<file path="src/hw/ipv4_rx_pkg.sv">
package ipv4_rx_pkg;

  // ethernet and addressing constants
  localparam logic [15:0] ETHERTYPE_IPV4 = 16'h0800;
  localparam logic [31:0] IPV4_BROADCAST = 32'hffff_ffff;

  localparam int HDR_IDX_W = 6;

  // header size limits in bytes, IHL 5 to 15
  localparam logic [HDR_IDX_W-1:0] IPV4_MIN_HDR_BYTES = 6'd20;
  localparam logic [HDR_IDX_W-1:0] IPV4_MAX_HDR_BYTES = 6'd60;

  localparam logic [3:0] IPV4_VERSION = 4'd4;

  // byte offsets of the captured fields
  localparam logic [HDR_IDX_W-1:0] IPV4_OFS_VER_IHL   = 6'd0;
  localparam logic [HDR_IDX_W-1:0] IPV4_OFS_TOTAL_LEN = 6'd2;
  localparam logic [HDR_IDX_W-1:0] IPV4_OFS_ID        = 6'd4;
  localparam logic [HDR_IDX_W-1:0] IPV4_OFS_PROTO     = 6'd9;
  localparam logic [HDR_IDX_W-1:0] IPV4_OFS_SRC_IP    = 6'd12;
  localparam logic [HDR_IDX_W-1:0] IPV4_OFS_DST_IP    = 6'd16;

  // checksum accumulator keeps the carries of up to 30 header words
  localparam int CKS_ACC_W = 16 + $clog2(IPV4_MAX_HDR_BYTES / 2);

  typedef enum logic [2:0] {
    RX_IDLE    = 3'd0,
    RX_HEADER  = 3'd1,
    RX_VERDICT = 3'd2,
    RX_PAYLOAD = 3'd3,
    RX_DRAIN   = 3'd4
  } rx_state_t;

  typedef enum logic [2:0] {
    DROP_NONE          = 3'd0,
    DROP_NOT_IPV4      = 3'd1,
    DROP_BAD_HEADER    = 3'd2,
    DROP_BAD_CHECKSUM  = 3'd3,
    DROP_ADDR_MISMATCH = 3'd4
  } drop_reason_t;

endpackage

</file>
<file path="src/hw/ipv4_cks_acc.sv">
`timescale 1ns/1ps

module ipv4_cks_acc (
  input  logic                              clk,
  input  logic                              fsm_rst,
  input  logic                              cks_clr,
  input  logic                              hdr_en,
  input  logic [ipv4_rx_pkg::HDR_IDX_W-1:0] hdr_idx,
  input  logic [7:0]                        in_dat,
  output logic                              cks_ok
);
  import ipv4_rx_pkg::*;

  logic [CKS_ACC_W-1:0] acc;
  logic [7:0]           hi_byte;
  logic [16:0]          fold_1;
  logic [15:0]          fold_2;

  // high byte of each word waits for its odd partner
  always_ff @(posedge clk) begin
    if (hdr_en && !hdr_idx[0]) begin
      hi_byte <= in_dat;
    end
  end

  // carries pile up above bit 15 and are wrapped around when folded
  always_ff @(posedge clk) begin
    if (fsm_rst || cks_clr) begin
      acc <= '0;
    end else if (hdr_en && hdr_idx[0]) begin
      acc <= acc + {{(CKS_ACC_W - 16){1'b0}}, hi_byte, in_dat};
    end
  end

  // two folds are enough, the second cannot carry again
  assign fold_1 = {1'b0, acc[15:0]} + {{(33 - CKS_ACC_W){1'b0}}, acc[CKS_ACC_W-1:16]};
  assign fold_2 = fold_1[15:0] + {15'd0, fold_1[16]};

  // ones-complement sum over a good header including its checksum is all ones
  assign cks_ok = (fold_2 == 16'hffff);

endmodule

</file>
<file path="src/hw/ipv4_hdr_capture.sv">
`timescale 1ns/1ps

module ipv4_hdr_capture (
  input  logic                              clk,
  input  logic                              fsm_rst,
  input  logic                              hdr_en,
  input  logic [ipv4_rx_pkg::HDR_IDX_W-1:0] hdr_idx,
  input  logic [7:0]                        in_dat,
  input  logic [31:0]                       dev_ipv4_addr,
  output logic [ipv4_rx_pkg::HDR_IDX_W-1:0] hdr_bytes,
  output logic                              fmt_ok,
  output logic                              addr_ok,
  output logic [31:0]                       meta_src_ip,
  output logic [31:0]                       meta_dst_ip,
  output logic [7:0]                        meta_proto,
  output logic [15:0]                       meta_id,
  output logic [15:0]                       meta_pld_len
);
  import ipv4_rx_pkg::*;

  logic [3:0]  version;
  logic [3:0]  ihl;
  logic [15:0] total_len;

  // fields that steer the controller
  always_ff @(posedge clk) begin
    if (fsm_rst) begin
      version   <= '0;
      ihl       <= '0;
      total_len <= '0;
    end else if (hdr_en) begin
      if (hdr_idx == IPV4_OFS_VER_IHL) begin
        version <= in_dat[7:4];
        ihl     <= in_dat[3:0];
      end
      if (hdr_idx == IPV4_OFS_TOTAL_LEN) begin
        total_len[15:8] <= in_dat;
      end
      if (hdr_idx == IPV4_OFS_TOTAL_LEN + 6'd1) begin
        total_len[7:0] <= in_dat;
      end
    end
  end

  // metadata, multi-byte fields shift in msb first
  always_ff @(posedge clk) begin
    if (hdr_en) begin
      if (hdr_idx == IPV4_OFS_ID) begin
        meta_id[15:8] <= in_dat;
      end
      if (hdr_idx == IPV4_OFS_ID + 6'd1) begin
        meta_id[7:0] <= in_dat;
      end
      if (hdr_idx == IPV4_OFS_PROTO) begin
        meta_proto <= in_dat;
      end
      if ((hdr_idx >= IPV4_OFS_SRC_IP) && (hdr_idx < IPV4_OFS_DST_IP)) begin
        meta_src_ip <= {meta_src_ip[23:0], in_dat};
      end
      if ((hdr_idx >= IPV4_OFS_DST_IP) && (hdr_idx < IPV4_MIN_HDR_BYTES)) begin
        meta_dst_ip <= {meta_dst_ip[23:0], in_dat};
      end
    end
  end

  assign hdr_bytes    = {ihl, 2'b00};
  assign meta_pld_len = total_len - {10'd0, hdr_bytes};

  // a packet must carry at least one payload byte
  assign fmt_ok = (version == IPV4_VERSION) &&
                  (hdr_bytes >= IPV4_MIN_HDR_BYTES) &&
                  (total_len > {10'd0, hdr_bytes});

  assign addr_ok = (meta_dst_ip == dev_ipv4_addr) || (meta_dst_ip == IPV4_BROADCAST);

endmodule

</file>
<file path="src/hw/ipv4_pld_fwd.sv">
`timescale 1ns/1ps

module ipv4_pld_fwd (
  input  logic        clk,
  input  logic        fsm_rst,
  input  logic        pld_en,
  input  logic        in_val,
  input  logic [7:0]  in_dat,
  input  logic        in_eof,
  input  logic        in_err,
  input  logic [15:0] meta_pld_len,
  output logic        out_val,
  output logic [7:0]  out_dat,
  output logic        out_sof,
  output logic        out_eof,
  output logic        out_err,
  output logic        pld_done
);

  logic [15:0] pld_cnt;
  logic        take;
  logic        last;
  logic        abort;
  logic        fwd;

  // bytes past the payload length are ethernet padding
  assign take = pld_en && in_val && (pld_cnt != meta_pld_len);
  assign last = (pld_cnt + 16'd1 == meta_pld_len);

  // mac error, or eof before the last payload byte
  assign abort = take && (in_err || (in_eof && !last));
  assign fwd   = take && !abort;

  always_ff @(posedge clk) begin
    if (fsm_rst) begin
      pld_cnt  <= '0;
      out_val  <= 1'b0;
      out_sof  <= 1'b0;
      out_eof  <= 1'b0;
      out_err  <= 1'b0;
      pld_done <= 1'b0;
    end else begin
      out_val  <= fwd;
      out_sof  <= fwd && (pld_cnt == 16'd0);
      out_eof  <= fwd && last;
      out_err  <= abort;
      pld_done <= (fwd && last) || abort;
      // count restarts whenever the controller leaves the payload
      if (!pld_en) begin
        pld_cnt <= '0;
      end else if (take) begin
        pld_cnt <= pld_cnt + 16'd1;
      end
    end
  end

  always_ff @(posedge clk) begin
    if (take) begin
      out_dat <= in_dat;
    end
  end

endmodule

</file>
<file path="src/hw/ipv4_rx_ctrl.sv">
`timescale 1ns/1ps

module ipv4_rx_ctrl (
  input  logic                                clk,
  input  logic                                fsm_rst,
  input  logic                                in_val,
  input  logic                                in_sof,
  input  logic                                in_eof,
  input  logic                                in_err,
  input  logic [15:0]                         in_ethertype,
  input  logic [ipv4_rx_pkg::HDR_IDX_W-1:0]   hdr_bytes,
  input  logic                                fmt_ok,
  input  logic                                addr_ok,
  input  logic                                cks_ok,
  input  logic                                pld_done,
  output logic                                hdr_en,
  output logic [ipv4_rx_pkg::HDR_IDX_W-1:0]   hdr_idx,
  output logic                                cks_clr,
  output logic                                pld_en,
  output logic                                drop_val,
  output ipv4_rx_pkg::drop_reason_t           drop_reason
);
  import ipv4_rx_pkg::*;

  rx_state_t            state;
  rx_state_t            state_nxt;
  logic [HDR_IDX_W-1:0] hdr_cnt;
  logic [HDR_IDX_W-1:0] hdr_last_idx;
  logic                 frame_start;
  logic                 frame_end;
  logic                 is_ipv4;
  logic                 hdr_last;
  logic                 verdict_pass;
  drop_reason_t         verdict_reason;
  logic                 drop_nxt;
  drop_reason_t         reason_nxt;

  // frame flags only count together with a valid byte
  assign frame_start = in_val && in_sof;
  assign frame_end   = in_val && (in_eof || in_err);
  assign is_ipv4     = (in_ethertype == ETHERTYPE_IPV4);

  // an illegal IHL still reads the fixed 20-byte part so the fields are complete
  assign hdr_last_idx = (hdr_bytes < IPV4_MIN_HDR_BYTES) ? IPV4_MIN_HDR_BYTES - 6'd1 :
                                                           hdr_bytes - 6'd1;

  // byte 0 is taken in idle together with in_sof
  assign hdr_idx  = (state == RX_HEADER) ? hdr_cnt : '0;
  assign hdr_en   = in_val && (((state == RX_IDLE) && in_sof && is_ipv4) ||
                               (state == RX_HEADER));
  assign hdr_last = (state == RX_HEADER) && in_val && (hdr_cnt == hdr_last_idx);
  assign cks_clr  = (state == RX_IDLE);

  // failure ranking: format first, then checksum, then address
  always_comb begin
    if (!fmt_ok) begin
      verdict_reason = DROP_BAD_HEADER;
    end else if (!cks_ok) begin
      verdict_reason = DROP_BAD_CHECKSUM;
    end else if (!addr_ok) begin
      verdict_reason = DROP_ADDR_MISMATCH;
    end else begin
      verdict_reason = DROP_NONE;
    end
  end

  assign verdict_pass = (verdict_reason == DROP_NONE);

  // first payload byte may already arrive in the verdict cycle
  assign pld_en = (state == RX_PAYLOAD) || ((state == RX_VERDICT) && verdict_pass);

  always_comb begin
    state_nxt  = state;
    drop_nxt   = 1'b0;
    reason_nxt = DROP_NONE;
    case (state)
      RX_IDLE: begin
        if (frame_start) begin
          if (!is_ipv4) begin
            drop_nxt   = 1'b1;
            reason_nxt = DROP_NOT_IPV4;
            state_nxt  = frame_end ? RX_IDLE : RX_DRAIN;
          end else if (frame_end) begin
            // one-byte frame
            drop_nxt   = 1'b1;
            reason_nxt = DROP_BAD_HEADER;
          end else begin
            state_nxt = RX_HEADER;
          end
        end
      end
      RX_HEADER: begin
        if (frame_end) begin
          // header cut short, nothing left to carry a payload
          drop_nxt   = 1'b1;
          reason_nxt = DROP_BAD_HEADER;
          state_nxt  = RX_IDLE;
        end else if (hdr_last) begin
          state_nxt = RX_VERDICT;
        end
      end
      RX_VERDICT: begin
        drop_nxt   = !verdict_pass;
        reason_nxt = verdict_reason;
        if (frame_end) begin
          state_nxt = RX_IDLE;
        end else if (verdict_pass) begin
          state_nxt = RX_PAYLOAD;
        end else begin
          state_nxt = RX_DRAIN;
        end
      end
      RX_PAYLOAD: begin
        // a trailing eof wins over the done pulse of the last byte
        if (frame_end) begin
          state_nxt = RX_IDLE;
        end else if (pld_done) begin
          state_nxt = RX_DRAIN;
        end
      end
      RX_DRAIN: begin
        if (frame_end) begin
          state_nxt = RX_IDLE;
        end
      end
      default: begin
        state_nxt = RX_IDLE;
      end
    endcase
  end

  always_ff @(posedge clk) begin
    if (fsm_rst) begin
      state       <= RX_IDLE;
      hdr_cnt     <= '0;
      drop_val    <= 1'b0;
      drop_reason <= DROP_NONE;
    end else begin
      state    <= state_nxt;
      drop_val <= drop_nxt;
      if (drop_nxt) begin
        drop_reason <= reason_nxt;
      end
      if (hdr_en) begin
        hdr_cnt <= hdr_idx + 6'd1;
      end
    end
  end

endmodule

</file>
<file path="src/hw/ipv4_rx_top.sv">
`timescale 1ns/1ps

module ipv4_rx_top (
  input  logic                      clk,
  input  logic                      fsm_rst,
  input  logic [31:0]               dev_ipv4_addr,
  input  logic                      in_val,
  input  logic [7:0]                in_dat,
  input  logic                      in_sof,
  input  logic                      in_eof,
  input  logic                      in_err,
  input  logic [15:0]               in_ethertype,
  output logic                      out_val,
  output logic [7:0]                out_dat,
  output logic                      out_sof,
  output logic                      out_eof,
  output logic                      out_err,
  output logic [31:0]               meta_src_ip,
  output logic [31:0]               meta_dst_ip,
  output logic [7:0]                meta_proto,
  output logic [15:0]               meta_id,
  output logic [15:0]               meta_pld_len,
  output logic                      drop_val,
  output ipv4_rx_pkg::drop_reason_t drop_reason
);
  import ipv4_rx_pkg::*;

  logic                 hdr_en;
  logic [HDR_IDX_W-1:0] hdr_idx;
  logic [HDR_IDX_W-1:0] hdr_bytes;
  logic                 cks_clr;
  logic                 pld_en;
  logic                 fmt_ok;
  logic                 addr_ok;
  logic                 cks_ok;
  logic                 pld_done;

  ipv4_rx_ctrl ctrl_i (
    .clk          (clk),
    .fsm_rst      (fsm_rst),
    .in_val       (in_val),
    .in_sof       (in_sof),
    .in_eof       (in_eof),
    .in_err       (in_err),
    .in_ethertype (in_ethertype),
    .hdr_bytes    (hdr_bytes),
    .fmt_ok       (fmt_ok),
    .addr_ok      (addr_ok),
    .cks_ok       (cks_ok),
    .pld_done     (pld_done),
    .hdr_en       (hdr_en),
    .hdr_idx      (hdr_idx),
    .cks_clr      (cks_clr),
    .pld_en       (pld_en),
    .drop_val     (drop_val),
    .drop_reason  (drop_reason)
  );

  ipv4_hdr_capture hdr_i (
    .clk           (clk),
    .fsm_rst       (fsm_rst),
    .hdr_en        (hdr_en),
    .hdr_idx       (hdr_idx),
    .in_dat        (in_dat),
    .dev_ipv4_addr (dev_ipv4_addr),
    .hdr_bytes     (hdr_bytes),
    .fmt_ok        (fmt_ok),
    .addr_ok       (addr_ok),
    .meta_src_ip   (meta_src_ip),
    .meta_dst_ip   (meta_dst_ip),
    .meta_proto    (meta_proto),
    .meta_id       (meta_id),
    .meta_pld_len  (meta_pld_len)
  );

  ipv4_cks_acc cks_i (
    .clk     (clk),
    .fsm_rst (fsm_rst),
    .cks_clr (cks_clr),
    .hdr_en  (hdr_en),
    .hdr_idx (hdr_idx),
    .in_dat  (in_dat),
    .cks_ok  (cks_ok)
  );

  ipv4_pld_fwd pld_i (
    .clk          (clk),
    .fsm_rst      (fsm_rst),
    .pld_en       (pld_en),
    .in_val       (in_val),
    .in_dat       (in_dat),
    .in_eof       (in_eof),
    .in_err       (in_err),
    .meta_pld_len (meta_pld_len),
    .out_val      (out_val),
    .out_dat      (out_dat),
    .out_sof      (out_sof),
    .out_eof      (out_eof),
    .out_err      (out_err),
    .pld_done     (pld_done)
  );

endmodule

</file>
<file path="config.mk">
export PLATFORM = sky130hd
export DESIGN_NAME = ipv4_rx_top
export DESIGN_NICKNAME = d
export VERILOG_FILES = /design/src/hw/ipv4_rx_pkg.sv /design/src/hw/ipv4_cks_acc.sv /design/src/hw/ipv4_hdr_capture.sv /design/src/hw/ipv4_pld_fwd.sv /design/src/hw/ipv4_rx_ctrl.sv /design/src/hw/ipv4_rx_top.sv
export SDC_FILE = /design/constraint.sdc
export NUM_CORES = 1
export LEC_CHECK = 0
export ABC_AREA = 1
export BUFFER_PORTS_ARGS = -buffer_cell sky130_fd_sc_hd__buf_4
export CAP_MARGIN = 20
export CORE_ASPECT_RATIO = 1.2
export CORE_UTILIZATION = 35
export CTS_CLUSTER_DIAMETER = 80
export CTS_CLUSTER_SIZE = 12
export DETAILED_ROUTE_END_ITERATION = 7
export GPL_ROUTABILITY_DRIVEN = 0
export RECOVER_POWER = 100
export SLEW_MARGIN = 20
export SYNTH_ARGS = -nofsm -noshare
export SYNTH_HDL_FRONTEND = slang
export SYNTH_HIERARCHICAL = 1
export SYNTH_SLANG_ARGS = --single-unit
</file>
<file path="constraint.sdc">
create_clock -name clk -period 5.31 [get_ports clk]
set_input_delay 0.531 -clock clk [delete_from_list [all_inputs] [get_ports clk]]
set_output_delay 0.531 -clock clk [all_outputs]
set_load 0.05 [all_outputs]
</file>
# After elaboration in Yosys (flattened, before gate mapping)

Cells that the tools add are included.
W data, S select, Z words.

$add $sub $neg: 7
Order comparisons: 7
Equal/unequal tests: 22
Mux-type cells: 25
Bitwise logic cells: 1
Reductions and logical operators: 46

Operators by type and width:

| cell                    | number |
|---|---|
| $mux W3                 | 16 |
| $eq A32 B32 Y1          | 1 |
| $eq A32 B32 Y1 const B  | 1 |
| $add A21 B16 Y21        | 1 |
| $logic_and A1 B1 Y1     | 21 |
| $lt A6 B5 Y1 const B    | 3 |
| $add A16 B5 Y17         | 1 |
| $add A16 B1 Y16         | 1 |
| $add A16 B1 Y16 const B | 1 |
| $eq A16 B12 Y1 const B  | 1 |
| $eq A16 B16 Y1          | 1 |
| $eq A16 B16 Y1 const B  | 1 |
| $gt A16 B6 Y1           | 1 |
| $logic_not A16 Y1       | 1 |
| $ne A16 B16 Y1          | 1 |
| $reduce_and A2 Y1       | 8 |
| $sub A16 B6 Y16         | 1 |
| $pmux W3 S5             | 1 |
| $eq A6 B2 Y1 const B    | 2 |
| $eq A6 B3 Y1 const B    | 2 |
| $ge A6 B5 Y1 const B    | 2 |
| $mux W6                 | 2 |
| $pmux W3 S3             | 1 |
| $logic_or A1 B1 Y1      | 7 |
| 22 further kinds        | 30 |

Register bits after elaboration: 183
Input port bits: 62
Output and inout port bits: 120
Word-level logic and storage cells: 130

# Depth between registers and ports, before layout

Depth after elaboration: 15
Mapped depth: 32
Gate-level depth less buffers: 32

# By module

Netlist, hierarchy kept.

Modules (own cells, without submodules):

| module           | times used | cells an instance | area an instance (µm²) | sequential area each (µm²) |
|---|---|---|---|---|
| ipv4_hdr_capture | 1          | 398               | 4618.2                 | 3123.0 |
| ipv4_cks_acc     | 1          | 455               | 2847.7                 | 660.6 |
| ipv4_pld_fwd     | 1          | 311               | 2053.2                 | 660.6 |
| ipv4_rx_ctrl     | 1          | 187               | 1108.6                 | 260.2 |

# Least setup slack after synthesis

No wires, ideal clock.

Path type: input port to flip-flop
Start: input port in_ethertype[7]
End: register hdr_i.meta_src_ip[0], enable pin
Library setup time: 0.461 ns
Arrival: 3.818 ns
Data required time: 4.849 ns
Path slack: 1.031 ns
Stages on the path: 12
Buffers on the path: 1
Path through: nor2_1 nand2_1 nor2_1 nand2_1 nor2_2 a21oi_4 inv_2 inv_1 nor2_2 buf_6 inv_1 nor3_1

Word-level cells in the longest chain between the ends: 5

Ends and longest elaborated chain:

| element                            | line                   | RTL |
|---|---|---|
| start: declaration                 | ipv4_rx_top.sv:12      | `input logic [15:0] in_ethertype,` |
| $eq A16 B12 Y1                     | ipv4_rx_ctrl.sv:41     | `assign is_ipv4 = (in_ethertype == ETHERTYPE_IPV4);` |
| $logic_and A1 B1 Y1                | ipv4_rx_ctrl.sv:49     | `assign hdr_en = in_val && (((state == RX_IDLE) && in_sof && is_ipv4) \|\|` |
| $logic_or A1 B1 Y1                 | ipv4_rx_ctrl.sv:49     |  |
| $logic_and A1 B1 Y1                | ipv4_rx_ctrl.sv:49     |  |
| named net hdr_en                   | ipv4_rx_top.sv:28      | `logic hdr_en;` |
| $reduce_and A2 Y1 (no source line) | -                      |  |
| end signal: assignment             | ipv4_hdr_capture.sv:58 | `meta_src_ip <= {meta_src_ip[23:0], in_dat};` |
| end: declaration                   | ipv4_hdr_capture.sv:13 | `output logic [31:0] meta_src_ip,` |

The timed path passes the listed nets, and every way through them passes these cells.
A chain may end at the register's enable or synchronous reset.

# Final worst setup path

Start: register cks_i.acc[16]
End: register pld_i.pld_cnt[14]

Word-level cells in the longest chain between the ends: 10
Elaborated cells between the ends (all ways): 12
Those cells by class: add/sub (2); eq/ne (1); mux (2); bitwise (1); reduce/logical (6)

Ends and longest elaborated chain:

| element                                                                  | line               | RTL |
|---|---|---|
| start: declaration                                                       | ipv4_cks_acc.sv:14 | `logic [CKS_ACC_W-1:0] acc;` |
| start signal: assignment                                                 | ipv4_cks_acc.sv:31 | `acc <= acc + {{(CKS_ACC_W - 16){1'b0}}, hi_byte, in_dat};` |
| $add A16 B5 Y17 (*)                                                      | ipv4_cks_acc.sv:36 | `assign fold_1 = {1'b0, acc[15:0]} + {{(33 - CKS_ACC_W){1'b0}}, acc[CKS_ACC_W-1:16]};` |
| $add A16 B1 Y16 (*)                                                      | ipv4_cks_acc.sv:37 | `assign fold_2 = fold_1[15:0] + {15'd0, fold_1[16]};` |
| $eq A16 B16 Y1 (*)                                                       | ipv4_cks_acc.sv:40 | `assign cks_ok = (fold_2 == 16'hffff);` |
| named net cks_ok                                                         | ipv4_rx_top.sv:35  | `logic cks_ok;` |
| $mux W3 (*)                                                              | ipv4_rx_ctrl.sv:58 | `end else if (!cks_ok) begin` |
| $mux W3 (*)                                                              | ipv4_rx_ctrl.sv:56 | `if (!fmt_ok) begin` |
| $logic_not A3 Y1 (*)                                                     | ipv4_rx_ctrl.sv:67 | `assign verdict_pass = (verdict_reason == DROP_NONE);` |
| $logic_and A1 B1 Y1 (*)                                                  | ipv4_rx_ctrl.sv:70 | `assign pld_en = (state == RX_PAYLOAD) \|\| ((state == RX_VERDICT) && verdict_pass);` |
| $logic_or A1 B1 Y1 (*)                                                   | ipv4_rx_ctrl.sv:70 |  |
| named net pld_en                                                         | ipv4_rx_top.sv:32  | `logic pld_en;` |
| $not A1 Y1 (no source line) or $logic_and A1 B1 Y1 (tied branches)       | -                  |  |
| $reduce_or A2 Y1 (no source line) or $logic_and A1 B1 Y1 (tied branches) | -                  |  |
| end signal: assignment                                                   | ipv4_pld_fwd.sv:52 | `pld_cnt <= pld_cnt + 16'd1;` |
| end: declaration                                                         | ipv4_pld_fwd.sv:20 | `logic [15:0] pld_cnt;` |

The timed path passes the listed nets; every way through them passes the cells marked *.

==> results.py <==
metrics = {
    "floorplanning": {
        "start_util": 0.358,
        "rows": 69,
        "die_x_microns": 161,
        "die_area_sq_um": 31100,
        "die_height_microns": 193,
        "placeableCoreArea_sq_um": 29700,
        "io-pin-count": 182,
    },
    "cts": {
        "cts_setup_buffers": 0,
        "cts_sinks": 183,
        "clkLatencyLatePin_ns": 0.43,
        "cts_inserted_buffers": 17,
        "clkSlewWorstSetupHoldPaths_ns": 0.08,
        "cts_root_buffer": "clkbuf_16",
        "cts_resized": 0,
        "cts_tree": "done",
        "htreeDepth": 4,
        "ctsHoldBuffers": 0,
        "cts_max_path_buffers": 2,
    },
    "detailed_routing": {
        "via_count": 9537,
        "post_drt_wl_per_cell_microns": 15.5,
        "drc_errors": 0,
        "wirelength_mm": 30.0,
        "avgViaCountPerCell": 4.92,
        "drt_pre_antenna_iters": 5,
        "ant_nets": 0,
        "drt_iter0_markers": 600,
    },
    "pwr": {
        "peakVddDrop_uv": 158,
        "p_leak_nw": 5.10,
        "power_density_nw_per_um2": 326,
    },
    "final_layout": {
        "final_area_sq_um": 12400,
        "fin_util": 0.418,
        "final_cells": 1937,
        "nNetsFinal": 1630,
        "drive_gt1_frac": 0.0879,
        "areaGrowthSynthToFinish_pct": 16.8,
        "n_antenna_cell": 0,
    },
    "placement": {
        "dp_hpwl_mm": 23.3,
        "place_area_sq_um": 12400,
        "port_buffers": 181,
        "dp.cells": 1905,
    },
    "worst_hold_path": {
        "min_path_type": "primary input to flip-flop",
        "whs_endpoint": "ctrl_i/drop_reason[2]",
        "hold_depth": 2,
        "min_from": "fsm_rst",
    },
    "logic_synthesis": {
        "synth_cells": 1351,
        "synth-edff-count": 104,
        "synth-seq-area-share": 0.443,
        "synth_seq_cells": 183,
        "async_flop_share": 0,
        "synth_warnings": 6,
        "synth.distinct_cells": 49,
        "ys.flop_type": "edfxtp_1",
        "syn-cell-area_sq_um": 10600,
        "synth.avg_cell_area_sq_um": 7.87,
    },
    "sta": {
        "drv_slew": 66,
        "fin_crit_sh": 0.868,
        "slew_headroom": -0.156,
        "finalHoldViolCount": 0,
        "rsz0062_at_grt": "no",
        "fin_skew_ns": 0.0161,
        "min_period_ns": 4.61,
        "max_freq_ghz": 0.217,
        "worst_pin_slew_ns": 1.73,
        "holdWs_ns": 0.379,
        "fin_setup_tns_ns": 0,
        "setup_viol": 0,
    },
    "setup_path": {
        "slowest_stage": "dfxtp_1",
        "r2r_cells": 33,
        "r2r-start": "cks_i/acc[16]",
        "reg2reg_slack_ns": 0.70,
        "arrival_ns": 4.94,
        "max_stage_delay_ns": 0.45,
        "cp.required_ns": 5.64,
        "crit_path_frequent_cell": "nand2_1",
        "r2r_end": "pld_i/pld_cnt[14]",
        "worstPathMaxFanout": 21,
        "path_class": "flip-flop to flip-flop",
        "startpoint_type": "flip-flop",
        "worstSetupEndpointType": "flip-flop",
    },
    "grt": {
        "first_global_vias": 9326,
        "globalRouteOverflowTotal": 0,
        "antenna_found_initial": 0,
        "grt_max_degree": 33,
        "grt.total_usage": 0.195,
        "grt_first_pass_wirelength_mm": 47.1,
    },
    "status": {
        "violations": "capacitance limit, slew limit",
        "outcome": "complete, but fails checks",
    },
    "run": {
        "maxCapViolCount": 2,
    },
}
cells in the mapped netlist (all sizes together), types with 9 or more instances:
cell type,number,area (sq um)
a21oi,81,424
xor2,29,262
buf,16,109
ha,31,388
edfxtp,104,3120
nand2,349,1370
dfxtp,79,1580
inv,180,676
o21bai,9,67.6
nand3,113,623
nor3,15,108
nand4,29,181
nor2,166,701
xnor2,37,324
o21ai,61,305
registers in the layout, indices dropped and copies added, names as in the netlist:
name,cells
pld_i/pld_done,1
pld_i/out_eof,1
pld_i/pld_cnt,16
ctrl_i/drop_val,1
pld_i/out_sof,1
hdr_i/meta_proto,8
hdr_i/ihl,4
cks_i/acc,21
ctrl_i/drop_reason,3
ctrl_i/hdr_cnt,6
hdr_i/meta_id,16
pld_i/out_val,1
pld_i/out_err,1
hdr_i/meta_src_ip,32
hdr_i/version,4
hdr_i/total_len,16
cks_i/hi_byte,8
pld_i/out_dat,8
ctrl_i/state,3
hdr_i/meta_dst_ip,32
report_power, final:
part / internal, mW / switching [mW]
Sequential: 1.54 / 0.0350
Combinational: 0.323 / 0.863
Clock: 0.714 / 0.577
Total: 2.57 / 1.48
placed cells by master, fill, tap and decap left out, drive strengths merged, types with 6 or more instances in the layout:
cell    count
nor4        6
edfxtp    104
clkbuf    152
nand2     349
a21oi      81
nor3       15
ha         31
xor2       29
o211ai      7
o21ai      61
dfxtp      79
nand3     113
buf        55
inv       188
o21bai      9
nor2      166
nand4      29
xnor2      37
cell families (layout without fill, tap and decap cells):
family / Yosys count / after routing / synth area share
other: 1 / 2 / 0.000353
buffers and inverters: 206 / 401 / 0.0773
adders and majority gates: 34 / 34 / 0.0421
and+or+nand+nor: 690 / 690 / 0.292
xor gates and xnor gates: 66 / 66 / 0.0551
AOI/OAI and AO/OA: 171 / 171 / 0.0908
DFF: 183 / 183 / 0.443
area by class of cell:
type	instances	area, sq um
fillers	3106	17300
multi-input cells	963	5030
flip-flops and latches	183	4700
repair buffers	187	910
inverters	182	683
well taps	390	488
clock buffers	20	437
clock inverters	12	156
through the flow:
stage	power, mW	setup WS, ns
2_1_floorplan	2.49	1.03
3_3_place_gp	2.85	0.852
3_5_place_dp	2.86	0.709
4_1_cts	4.16	0.696
5_1_grt	4.26	0.0478
6_report	4.05	0.702
worst max path at each step:
| stage | startpoint | to | slack (ns) | cells past startpoint |
|---|---|---|---|---|
| floorplan | in_ethertype[7] | hdr_i/meta_src_ip[0] | 1.03 | 12 |
| global placement | cks_i/acc[16] | pld_i/out_dat[6] | 0.85 | 31 |
| detailed placement | cks_i/acc[16] | pld_i/pld_cnt[14] | 0.71 | 33 |
| CTS | cks_i/acc[16] | pld_i/pld_cnt[14] | 0.70 | 33 |
| global route | cks_i/acc[16] | pld_i/pld_cnt[12] | 0.05 | 33 |
| finish | cks_i/acc[16] | pld_i/pld_cnt[14] | 0.70 | 33 |
metal layers:
layer	vias up	GRT usage	wire length, microns	part of all wire
met3	73	0.0329	1400	0.046
met2	289	0.369	15700	0.52
met1	4381	0.200	11600	0.39
met4	0	0.116	1330	0.044
li1	4794	-	-	-
met5	-	0	0	0
worst max-delay path: cells and delay by family (launching register included):
family | cells | cell delay (ns)
DFF | 1 | 0.45
adders and majority gates | 4 | 1.04
buffers and inverters | 8 | 0.93
AOI/OAI and AO/OA | 1 | 0.24
and+or+nand+nor | 20 | 1.84
(Power assumes the default switching activity.)
